## src/hdl/exe_pkg.sv

```systemverilog
package exe_pkg;

    // architectural register index, r0 hardwired to zero
    localparam int REG_AW = 5;

    // what a stage register slot holds
    typedef enum logic [1:0] {
        RES_NONE     = 2'd0,
        RES_FINAL    = 2'd1,
        RES_MUL_PART = 2'd2
    } res_kind_e;

endpackage

```

## src/hdl/uop_pkg.sv

```systemverilog
package uop_pkg;

    // execution unit the uop is steered to
    typedef enum logic [1:0] {
        UOP_ALU = 2'd0,
        UOP_BR  = 2'd1,
        UOP_MUL = 2'd2
    } uop_class_e;

    typedef enum logic [3:0] {
        ALU_ADD  = 4'd0,
        ALU_SUB  = 4'd1,
        ALU_AND  = 4'd2,
        ALU_OR   = 4'd3,
        ALU_XOR  = 4'd4,
        ALU_SLL  = 4'd5,
        ALU_SRL  = 4'd6,
        ALU_SRA  = 4'd7,
        ALU_SLT  = 4'd8,
        ALU_SLTU = 4'd9
    } alu_op_e;

    // same codes as the decoder's cond field
    typedef enum logic [3:0] {
        BR_JIRL = 4'd3,
        BR_B    = 4'd4,
        BR_BL   = 4'd5,
        BR_BEQ  = 4'd6,
        BR_BNE  = 4'd7,
        BR_BLT  = 4'd8,
        BR_BGE  = 4'd9,
        BR_BLTU = 4'd10,
        BR_BGEU = 4'd11
    } br_cond_e;

    typedef struct packed {
        uop_class_e cls;
        alu_op_e    alu_op;
        br_cond_e   br_cond;
        logic       mul_high;
        logic       mul_unsigned;
        logic       use_imm;
    } uop_t;

endpackage

```

## src/hdl/exe_bus_if.sv

```systemverilog
`timescale 1ns/1ps

interface exe_bus_if import exe_pkg::*; #(
    parameter int DATA_W = 32
) ();

    res_kind_e         kind;
    logic [REG_AW-1:0] rd;
    logic [DATA_W-1:0] result;
    logic              mul_high;
    logic              mul_unsigned;
    // half x half products, already extended to full width
    logic [DATA_W-1:0] pp0;
    logic [DATA_W-1:0] pp1;
    logic [DATA_W-1:0] pp2;
    logic [DATA_W-1:0] pp3;

    modport src (
        output kind, rd, result, mul_high, mul_unsigned, pp0, pp1, pp2, pp3
    );

    modport sink (
        input kind, rd, result, mul_high, mul_unsigned, pp0, pp1, pp2, pp3
    );

    // forwarding and hazard view
    modport snoop (
        input kind, rd, result
    );

endinterface

```

## src/hdl/exe_issue.sv

```systemverilog
`timescale 1ns/1ps

module exe_issue import uop_pkg::*, exe_pkg::*; #(
    parameter int DATA_W = 32
) (
    input  logic              in_valid,
    input  uop_t              uop,
    input  logic [REG_AW-1:0] rd,
    input  logic [REG_AW-1:0] rj,
    input  logic [REG_AW-1:0] rk,
    input  logic [DATA_W-1:0] rf_data0,
    input  logic [DATA_W-1:0] rf_data1,
    input  logic [DATA_W-1:0] imm,
    input  logic [DATA_W-1:0] pc,
    input  logic [DATA_W-1:0] pc_next,
    exe_bus_if.snoop          s1,
    input  logic              wb_en,
    input  logic [REG_AW-1:0] wb_rd,
    input  logic [DATA_W-1:0] wb_data,
    exe_bus_if.src            s0,
    output logic              hazard,
    output logic              br_valid,
    output logic              br_taken,
    output logic              br_mispredict,
    output logic [DATA_W-1:0] br_target
);

    localparam int H = DATA_W / 2;
    localparam int SHW = $clog2(DATA_W);

    logic              is_br;
    logic              is_link;
    logic              uses_j;
    logic              uses_k;
    logic [DATA_W-1:0] src_j;
    logic [DATA_W-1:0] src_k;
    logic [DATA_W-1:0] op_b;
    logic [DATA_W-1:0] alu_res;
    logic [DATA_W-1:0] seq_pc;
    logic              cond_hit;
    logic              sx;
    logic [DATA_W-1:0] a_hi;
    logic [DATA_W-1:0] a_lo;
    logic [DATA_W-1:0] b_hi;
    logic [DATA_W-1:0] b_lo;

    // newest value wins and r0 is never forwarded
    assign src_j = (rj != '0 && s1.kind == RES_FINAL && s1.rd == rj) ? s1.result :
                   (rj != '0 && wb_en && wb_rd == rj)                ? wb_data   :
                                                                       rf_data0;
    assign src_k = (rk != '0 && s1.kind == RES_FINAL && s1.rd == rk) ? s1.result :
                   (rk != '0 && wb_en && wb_rd == rk)                ? wb_data   :
                                                                       rf_data1;

    assign is_br = uop.cls == UOP_BR;
    assign is_link = is_br && (uop.br_cond == BR_BL || uop.br_cond == BR_JIRL);

    // only real source operands can hit a pending multiply
    assign uses_j = !(is_br && (uop.br_cond == BR_B || uop.br_cond == BR_BL));
    assign uses_k = (uop.cls == UOP_ALU) ? !uop.use_imm :
                    is_br ? !(uop.br_cond inside {BR_B, BR_BL, BR_JIRL}) : 1'b1;

    assign hazard = in_valid && s1.kind == RES_MUL_PART && s1.rd != '0 &&
                    ((uses_j && s1.rd == rj) || (uses_k && s1.rd == rk));

    assign op_b = uop.use_imm ? imm : src_k;

    always_comb begin
        case (uop.alu_op)
            ALU_ADD:  alu_res = src_j + op_b;
            ALU_SUB:  alu_res = src_j - op_b;
            ALU_AND:  alu_res = src_j & op_b;
            ALU_OR:   alu_res = src_j | op_b;
            ALU_XOR:  alu_res = src_j ^ op_b;
            ALU_SLL:  alu_res = src_j << op_b[SHW-1:0];
            ALU_SRL:  alu_res = src_j >> op_b[SHW-1:0];
            ALU_SRA:  alu_res = $signed(src_j) >>> op_b[SHW-1:0];
            ALU_SLT:  alu_res = {{(DATA_W-1){1'b0}}, $signed(src_j) < $signed(op_b)};
            ALU_SLTU: alu_res = {{(DATA_W-1){1'b0}}, src_j < op_b};
            default:  alu_res = '0;
        endcase
    end

    always_comb begin
        case (uop.br_cond)
            BR_JIRL, BR_B, BR_BL: cond_hit = 1'b1;
            BR_BEQ:  cond_hit = src_j == src_k;
            BR_BNE:  cond_hit = src_j != src_k;
            BR_BLT:  cond_hit = $signed(src_j) < $signed(src_k);
            BR_BGE:  cond_hit = $signed(src_j) >= $signed(src_k);
            BR_BLTU: cond_hit = src_j < src_k;
            BR_BGEU: cond_hit = src_j >= src_k;
            default: cond_hit = 1'b0;
        endcase
    end

    assign seq_pc = pc + DATA_W'(4);
    assign br_target = (uop.br_cond == BR_JIRL) ? src_j + imm : pc + imm;
    assign br_valid = in_valid && is_br && !hazard;
    assign br_taken = br_valid && cond_hit;
    // predictor was right only if pc_next equals the resolved path
    assign br_mispredict = br_valid && ((cond_hit ? br_target : seq_pc) != pc_next);

    // high operand halves keep the sign for signed products
    assign sx = !uop.mul_unsigned;
    assign a_hi = {{H{sx & src_j[DATA_W-1]}}, src_j[DATA_W-1:H]};
    assign a_lo = {{H{1'b0}}, src_j[H-1:0]};
    assign b_hi = {{H{sx & src_k[DATA_W-1]}}, src_k[DATA_W-1:H]};
    assign b_lo = {{H{1'b0}}, src_k[H-1:0]};

    assign s0.pp0 = a_lo * b_lo;
    assign s0.pp1 = a_lo * b_hi;
    assign s0.pp2 = a_hi * b_lo;
    assign s0.pp3 = a_hi * b_hi;
    assign s0.mul_high = uop.mul_high;
    assign s0.mul_unsigned = uop.mul_unsigned;
    assign s0.rd = rd;
    assign s0.result = is_br ? seq_pc : alu_res;

    always_comb begin
        s0.kind = RES_NONE;
        if (in_valid && !hazard) begin
            case (uop.cls)
                UOP_ALU: s0.kind = RES_FINAL;
                UOP_MUL: s0.kind = RES_MUL_PART;
                UOP_BR:  s0.kind = is_link ? RES_FINAL : RES_NONE;
                default: s0.kind = RES_NONE;
            endcase
        end
    end

    // an unknown code would silently resolve as not taken
    always_comb begin
        if (br_valid) begin
            assert (uop.br_cond inside {BR_JIRL, BR_B, BR_BL, BR_BEQ, BR_BNE, BR_BLT, BR_BGE,
                                        BR_BLTU, BR_BGEU})
                else $error("branch uop with an unknown condition code");
        end
    end

endmodule

```

## src/hdl/exe_retire.sv

```systemverilog
`timescale 1ns/1ps

module exe_retire import exe_pkg::*; #(
    parameter int DATA_W = 32
) (
    input  logic              clk,
    input  logic              rstn,
    exe_bus_if.sink           s1,
    input  logic              wb_ready,
    output logic              wb_en,
    output logic [REG_AW-1:0] wb_rd,
    output logic [DATA_W-1:0] wb_data
);

    localparam int H = DATA_W / 2;

    logic                sx;
    logic [2*DATA_W-1:0] ext0;
    logic [2*DATA_W-1:0] ext1;
    logic [2*DATA_W-1:0] ext2;
    logic [2*DATA_W-1:0] ext3;
    logic [2*DATA_W-1:0] product;
    logic [DATA_W-1:0]   mul_word;
    logic [DATA_W-1:0]   result;
    logic                wr;

    // lo x lo is always unsigned while the rest carry the operand sign
    assign sx = !s1.mul_unsigned;
    assign ext0 = {{DATA_W{1'b0}}, s1.pp0};
    assign ext1 = {{DATA_W{sx & s1.pp1[DATA_W-1]}}, s1.pp1};
    assign ext2 = {{DATA_W{sx & s1.pp2[DATA_W-1]}}, s1.pp2};
    assign ext3 = {{DATA_W{sx & s1.pp3[DATA_W-1]}}, s1.pp3};

    assign product = ext0 + (ext1 << H) + (ext2 << H) + (ext3 << DATA_W);
    assign mul_word = s1.mul_high ? product[2*DATA_W-1:DATA_W] : product[DATA_W-1:0];

    assign result = (s1.kind == RES_MUL_PART) ? mul_word : s1.result;
    assign wr = s1.kind != RES_NONE && s1.rd != '0;

    always_ff @(posedge clk) begin
        if (!rstn) begin
            wb_en <= 1'b0;
            wb_rd <= '0;
        end else if (wb_ready) begin
            wb_en <= wr;
            wb_rd <= s1.rd;
        end
    end

    always_ff @(posedge clk) begin
        if (wb_ready) begin
            wb_data <= result;
        end
    end

    // a slot under back-pressure must wait here unchanged
    assert property (@(posedge clk) disable iff (!rstn)
        !wb_ready |=> $stable(s1.kind) && $stable(s1.rd) && $stable(s1.result) &&
                      $stable(s1.mul_high) && $stable(s1.mul_unsigned) &&
                      $stable(s1.pp0) && $stable(s1.pp1) && $stable(s1.pp2) &&
                      $stable(s1.pp3))
        else $error("incoming slot changed while wb_ready was low");

endmodule

```

## src/hdl/exe_stage_reg.sv

```systemverilog
`timescale 1ns/1ps

module exe_stage_reg import exe_pkg::*; #(
    parameter int DATA_W = 32
) (
    input  logic     clk,
    input  logic     rstn,
    exe_bus_if.sink  s0,
    input  logic     hazard,
    input  logic     wb_ready,
    exe_bus_if.src   s1,
    output logic     stall
);

    // issue may only advance when this register can move on
    assign stall = !wb_ready || hazard;

    always_ff @(posedge clk) begin
        if (!rstn) begin
            s1.kind <= RES_NONE;
        end else if (wb_ready) begin
            // mul-use hazard leaves a bubble behind the multiply
            s1.kind <= hazard ? RES_NONE : s0.kind;
        end
    end

    always_ff @(posedge clk) begin
        if (wb_ready) begin
            s1.rd <= s0.rd;
            s1.result <= s0.result;
            s1.mul_high <= s0.mul_high;
            s1.mul_unsigned <= s0.mul_unsigned;
            s1.pp0 <= s0.pp0;
            s1.pp1 <= s0.pp1;
            s1.pp2 <= s0.pp2;
            s1.pp3 <= s0.pp3;
        end
    end

    // the bubble clears a mul-use hazard after one cycle
    assert property (@(posedge clk) disable iff (!rstn)
        hazard && wb_ready |=> !hazard)
        else $error("mul-use hazard lasted more than one cycle");

endmodule

```

## src/hdl/exe_top.sv

```systemverilog
`timescale 1ns/1ps

module exe_top import uop_pkg::*, exe_pkg::*; #(
    parameter int DATA_W = 32
) (
    input  logic              clk,
    input  logic              rstn,
    input  logic              in_valid,
    input  logic [1:0]        uop_class,
    input  logic [3:0]        alu_op,
    input  logic [3:0]        br_cond,
    input  logic              mul_high,
    input  logic              mul_unsigned,
    input  logic              use_imm,
    input  logic [REG_AW-1:0] rd,
    input  logic [REG_AW-1:0] rj,
    input  logic [REG_AW-1:0] rk,
    input  logic [DATA_W-1:0] rf_data0,
    input  logic [DATA_W-1:0] rf_data1,
    input  logic [DATA_W-1:0] imm,
    input  logic [DATA_W-1:0] pc,
    input  logic [DATA_W-1:0] pc_next,
    input  logic              wb_ready,
    output logic              stall,
    output logic              br_valid,
    output logic              br_taken,
    output logic              br_mispredict,
    output logic [DATA_W-1:0] br_target,
    output logic              wb_en,
    output logic [REG_AW-1:0] wb_rd,
    output logic [DATA_W-1:0] wb_data
);

    uop_t uop;
    logic hazard;

    exe_bus_if #(.DATA_W(DATA_W)) s0_bus ();
    exe_bus_if #(.DATA_W(DATA_W)) s1_bus ();

    assign uop.cls = uop_class_e'(uop_class);
    assign uop.alu_op = alu_op_e'(alu_op);
    assign uop.br_cond = br_cond_e'(br_cond);
    assign uop.mul_high = mul_high;
    assign uop.mul_unsigned = mul_unsigned;
    assign uop.use_imm = use_imm;

    exe_issue #(.DATA_W(DATA_W)) issue_inst (
        .in_valid      (in_valid),
        .uop           (uop),
        .rd            (rd),
        .rj            (rj),
        .rk            (rk),
        .rf_data0      (rf_data0),
        .rf_data1      (rf_data1),
        .imm           (imm),
        .pc            (pc),
        .pc_next       (pc_next),
        .s1            (s1_bus.snoop),
        .wb_en         (wb_en),
        .wb_rd         (wb_rd),
        .wb_data       (wb_data),
        .s0            (s0_bus.src),
        .hazard        (hazard),
        .br_valid      (br_valid),
        .br_taken      (br_taken),
        .br_mispredict (br_mispredict),
        .br_target     (br_target)
    );

    exe_stage_reg #(.DATA_W(DATA_W)) stage_reg_inst (
        .clk      (clk),
        .rstn     (rstn),
        .s0       (s0_bus.sink),
        .hazard   (hazard),
        .wb_ready (wb_ready),
        .s1       (s1_bus.src),
        .stall    (stall)
    );

    exe_retire #(.DATA_W(DATA_W)) retire_inst (
        .clk      (clk),
        .rstn     (rstn),
        .s1       (s1_bus.sink),
        .wb_ready (wb_ready),
        .wb_en    (wb_en),
        .wb_rd    (wb_rd),
        .wb_data  (wb_data)
    );

endmodule

```

## config.mk

```make
export PLATFORM = sky130hd
export DESIGN_NAME = exe_top
export DESIGN_NICKNAME = d
export VERILOG_FILES = /design/src/hdl/exe_pkg.sv /design/src/hdl/uop_pkg.sv /design/src/hdl/exe_bus_if.sv /design/src/hdl/exe_issue.sv /design/src/hdl/exe_retire.sv /design/src/hdl/exe_stage_reg.sv /design/src/hdl/exe_top.sv
export SDC_FILE = /design/constraint.sdc
export NUM_CORES = 2
export LEC_CHECK = 0
export BUFFER_PORTS_ARGS = -buffer_cell sky130_fd_sc_hd__buf_2
export CORE_ASPECT_RATIO = 1.5
export CORE_MARGIN = 2
export CORE_UTILIZATION = 54
export DETAILED_ROUTE_END_ITERATION = 10
export PLACE_DENSITY = 0.69
export SLEW_MARGIN = 20
export SYNTH_ARGS = -nofsm -noshare
export SYNTH_HDL_FRONTEND = slang
export SYNTH_SLANG_ARGS = --single-unit
```

## constraint.sdc

```tcl
create_clock -name clk -period 12 [get_ports clk]
set_input_delay 1.2 -clock clk [delete_from_list [all_inputs] [get_ports clk]]
set_output_delay 1.2 -clock clk [all_outputs]
set_load 0.005 [all_outputs]
```

==> out/metrics.yaml <==
outcome:
  outcome: "completed"
pwr:
  power.static_leakage_uw: 0.0339
  vdd_drop_max_mv: 1.78
  power_density_nw_per_um2: 356
clock_tree:
  clk_pin_slew_worst_paths_ps: 60
  root_buffer: "clkbuf_16"
  tritoncts.num_buffers: 28
  tritoncts_clock_tree: "done"
  clk_path_buf_depth: 3
  ctsHtreeMaxLevel: 1
  clock_sink_count: 207
  post_cts_buffers: 0
  cts_hold_buffers: 0
  post_cts_resize_count: 0
  clkLatencyLatePin_ps: 660
critical_path:
  endpoint_kind: "primary output"
  cp.required_ps: 10800
  timing.critical_path.to: "br_mispredict"
  largest_fanout_of_any_net_on_the_critical_path: 37
  worst_setup_path_startpoint: "rj[3]"
  data_arrival_time_of_the_critical_path_ps: 9150
  launch_instance_of_the_worst_register_to_register_path: "stage_reg_inst.s1.kind[0]$_SDFFE_PN0P_"
  worst-r2r-cell-count: 29
  timing.setup.critical_path_class: "input port to primary output"
  setup.worst_path.start_class: "input port"
  cp_common_cell: "buf_4"
  rrSetupSlack_ps: 2080
  timing.critical_path.depth: 23
  sequence_of_cells_on_the_critical_path: "buf_2, or4_4, o21ai_2, buf_4, or3_2, buf_4, nor2_1, a21oi_4, buf_4, ha_1, or4b_2, a311oi_1, o31ai_2, and2_1, o21a_1, o311ai_2, buf_4, nand2_1, a2111oi_0, or2_2, nor4bb_1, o21ai_0, buf_2"
  crit_path_top_delay_cell: "or3_2"
  crit_path_max_incr_delay_ps: 860
  path_delay_family: "simple AND/OR/NAND/NOR gates"
  worstReg2RegEnd: "stage_reg_inst.s1.pp0[30]$_DFFE_PP_"
  timing.critical_path.buf_inv: 6
hold_path:
  hold_depth: 2
  hold_path.class: "flop to flop"
sta:
  slew_viol_final: 0
  slew_headroom_pct: 6.48
  final_min_period_over_clock_period_pct: 86.3
  post-route-min-period_ps: 10350
  setup-tns-final_ps: 0
  hold_viol_final: 0
  slew_at_the_pin_closest_to_its_max_slew_limit_ps: 1400
  setup-violations-final: 0
  max_clock_skew_ps: 24.1
  clock.fmax_ghz: 0.0966
  rsz0062_at_grt: "no"
  worst_hold_slack_ps: 550
finish:
  fillerInstances: 11000
  drive_above_1_share_pct: 8.55
  area.growth.synth_to_final_pct: 7.55
  finalNetCount: 9677
  combined_area_of_the_multi_input_logic_cells_um2: 51100
  regArea_um2: 6140
placement:
  post-dp-hpwl_mm: 225
  placement.io_buffers: 265
  global_placer_s_final_weighted_congestion: 1.06
route:
  route.antenna.remaining_nets: 0
  routed_via_density: 6.29
  detailedRoute.firstPassIterationCount: 8
  avgRoutedWirePerCell_um: 29.7
  initialDrtViolationCount: 5627
  drt-total-wl_mm: 280
  dr_total_vias: 59400
  route.detailed.drc: 0
synthesis:
  netlist-cell-type-count: 104
  synthesis.nets: 9539
  synth_enable_flop_cells: 199
  yosys_register_bits: 207
  synth_flop_cell: "edfxtp_1"
  async_flop_share_pct: 0
  synthCells: 7703
  synth.yosys.seq_area_share_pct: 9.62
  avgSynthCellArea_um2: 8.28
  ys.warnings.count: 0
  synth.cell_area_um2: 63800
die:
  rows: 154
  floorplan.die.width_um: 285
  initial_utilization_pct: 54.3
  io_pins: 266
  floorplan.die.height_um: 425
  fp.dieArea_um2: 121000
  core_um2: 117000
global_routing:
  grt_usage_pct: 46.9
  grt_first_pass_wirelength_mm: 409
  maximum_number_of_pins_on_one_net_before_global_route_repair: 141
  remaining_overflow_grt: 0
  number_of_antenna_violations_at_the_first_check_in_global_routing: 28
  number_of_global_route_vias_before_repair: 61600
job:
  max-cap-violations: 0
-- metrics by stage --
stage / std cells / total power [µW] / area (µm²) / utilization [%] / setup WS (ps)
after floorplan: 7703 / 15600 / 63800 / - / 2590
after global placement: 9367 / 22800 / 67500 / 57.5 / 1520
after detailed placement: 9368 / 22900 / 67500 / 57.5 / 1400
after CTS: 9420 / 24000 / 68500 / 58.3 / 1810
after global routing: 9427 / 26300 / 68500 / 58.4 / 1440
final: 9443 / 24400 / 68600 / 58.4 / 1650
-- sequential cells by signal, indices dropped and copies added, names as in the netlist --
| name | cells |
|---|---|
| stage_reg_inst.s1.pp1 | 32 |
| stage_reg_inst.s1.rd | 5 |
| stage_reg_inst.s1.pp2 | 32 |
| stage_reg_inst.s1.kind | 2 |
| stage_reg_inst.s1.pp3 | 32 |
| retire_inst.wb_rd | 5 |
| retire_inst.wb_data | 32 |
| retire_inst.wb_en | 1 |
| stage_reg_inst.s1.mul_unsigned | 1 |
| stage_reg_inst.s1.result | 32 |
| stage_reg_inst.s1.pp0 | 32 |
| stage_reg_inst.s1.mul_high | 1 |
-- power by group --
group | switching [µW] | total [µW] | internal, µW
Clock | 418 | 901 | 483
Combinational | 13300 | 21400 | 8100
Sequential | 290 | 2110 | 1820
Total | 14000 | 24400 | 10400
-- Yosys cell counts (all sizes together) (11+ instances only) --
library cell / instances / share of area [%]
edfxtp: 199 / 9.4
nand3: 109 / 0.86
a221o: 12 / 0.19
a21oi: 309 / 2.4
nor2b: 57 / 0.56
nand4: 32 / 0.31
mux2i: 147 / 2.3
o21a: 49 / 0.58
and2: 21 / 0.21
fa: 988 / 31
a211oi: 48 / 0.57
nand2: 914 / 5.4
o21bai: 27 / 0.32
or3: 17 / 0.17
buf: 78 / 0.59
xnor2: 208 / 2.9
o2111ai: 13 / 0.18
o211ai: 51 / 0.60
a311oi: 14 / 0.19
xor2: 101 / 1.4
nand2b: 46 / 0.45
a211o: 17 / 0.23
mux2: 21 / 0.37
nor2: 811 / 4.8
a22oi: 21 / 0.25
a21o: 102 / 1.2
a221oi: 33 / 0.46
and3: 52 / 0.52
o21ai: 326 / 2.6
a2111oi: 24 / 0.34
or2: 24 / 0.24
clkinv: 21 / 0.13
nor4: 33 / 0.32
nor3: 94 / 0.75
a21boi: 17 / 0.21
o22ai: 34 / 0.33
o31ai: 13 / 0.15
inv: 1442 / 8.5
ha: 656 / 13
clkbuf: 279 / 1.6
o221ai: 12 / 0.16
o31a: 11 / 0.15
a31oi: 53 / 0.55
a31o: 13 / 0.18
-- worst reg2reg max path: cells and delay by family (launching register included) --
family / cells / cell delay, ps
buf+inv: 5 / 970
simple gates: 4 / 1680
xor+xnor: 1 / 80
fa+ha+maj: 7 / 3070
flops: 1 / 380
compound gates: 12 / 3520
-- layer usage --
| layer | track usage [%] | wire (µm) | vias up |
|---|---|---|---|
| li1 | - | - | 25100 |
| met1 | 50.4 | 90900 | 29400 |
| met2 | 74.3 | 125000 | 3672 |
| met3 | 11.3 | 27700 | 1266 |
| met4 | 47.3 | 36100 | 10 |
| met5 | 0 | 58 | - |
-- cell usage in the layout, fill, tap and decap left out, types with 51 or more instances in the layout --
cell	instances
a21o_1	102
a21oi_1	293
and3_1	51
buf_2	264
buf_4	195
edfxtp_1	199
fa_1	988
ha_1	656
inv_1	1439
mux2i_1	147
nand2_1	913
nand3_1	107
nor2_1	807
nor2b_1	57
nor3_1	90
o211ai_1	51
o21ai_0	281
xnor2_1	208
xor2_1	101
-- final cells by class --
class                      instances  area share (%)
clock inverter                    22           0.349
multi-input combinational       5676            74.5
timing repair buffer             465            4.21
antenna                           20          0.0730
sequential                       207            8.95
tap                             1560            2.85
inverter                        1463            8.01
clock buffer                      30            1.03
-- cell families (layout without fill, tap and decap cells) --
| group | Yosys count | in the layout | share of synthesized area, % |
|---|---|---|---|
| buf+inv | 1820 | 1980 | 10.9 |
| fa+ha+maj | 1644 | 1644 | 43.9 |
| flops | 207 | 207 | 9.62 |
| xor+xnor | 312 | 312 | 4.35 |
| other cells | 0 | 20 | 0 |
| mux | 170 | 170 | 2.75 |
| simple gates | 2253 | 2253 | 15.1 |
| compound gates | 1297 | 1297 | 13.4 |
-- how the worst min path moves through the flow --
stage                                                 startpoint                                endpoint
final                     stage_reg_inst.s1.kind[0]$_SDFFE_PN0P_  stage_reg_inst.s1.kind[0]$_SDFFE_PN0P_
after detailed placement  stage_reg_inst.s1.kind[0]$_SDFFE_PN0P_  stage_reg_inst.s1.kind[0]$_SDFFE_PN0P_
after global routing      stage_reg_inst.s1.kind[0]$_SDFFE_PN0P_  stage_reg_inst.s1.kind[0]$_SDFFE_PN0P_
after CTS                 stage_reg_inst.s1.kind[0]$_SDFFE_PN0P_  stage_reg_inst.s1.kind[0]$_SDFFE_PN0P_
after floorplan           stage_reg_inst.s1.kind[0]$_SDFFE_PN0P_  stage_reg_inst.s1.kind[0]$_SDFFE_PN0P_
after global placement    stage_reg_inst.s1.kind[0]$_SDFFE_PN0P_  stage_reg_inst.s1.kind[0]$_SDFFE_PN0P_
Note: power is estimated with default switching activity, not from simulation.
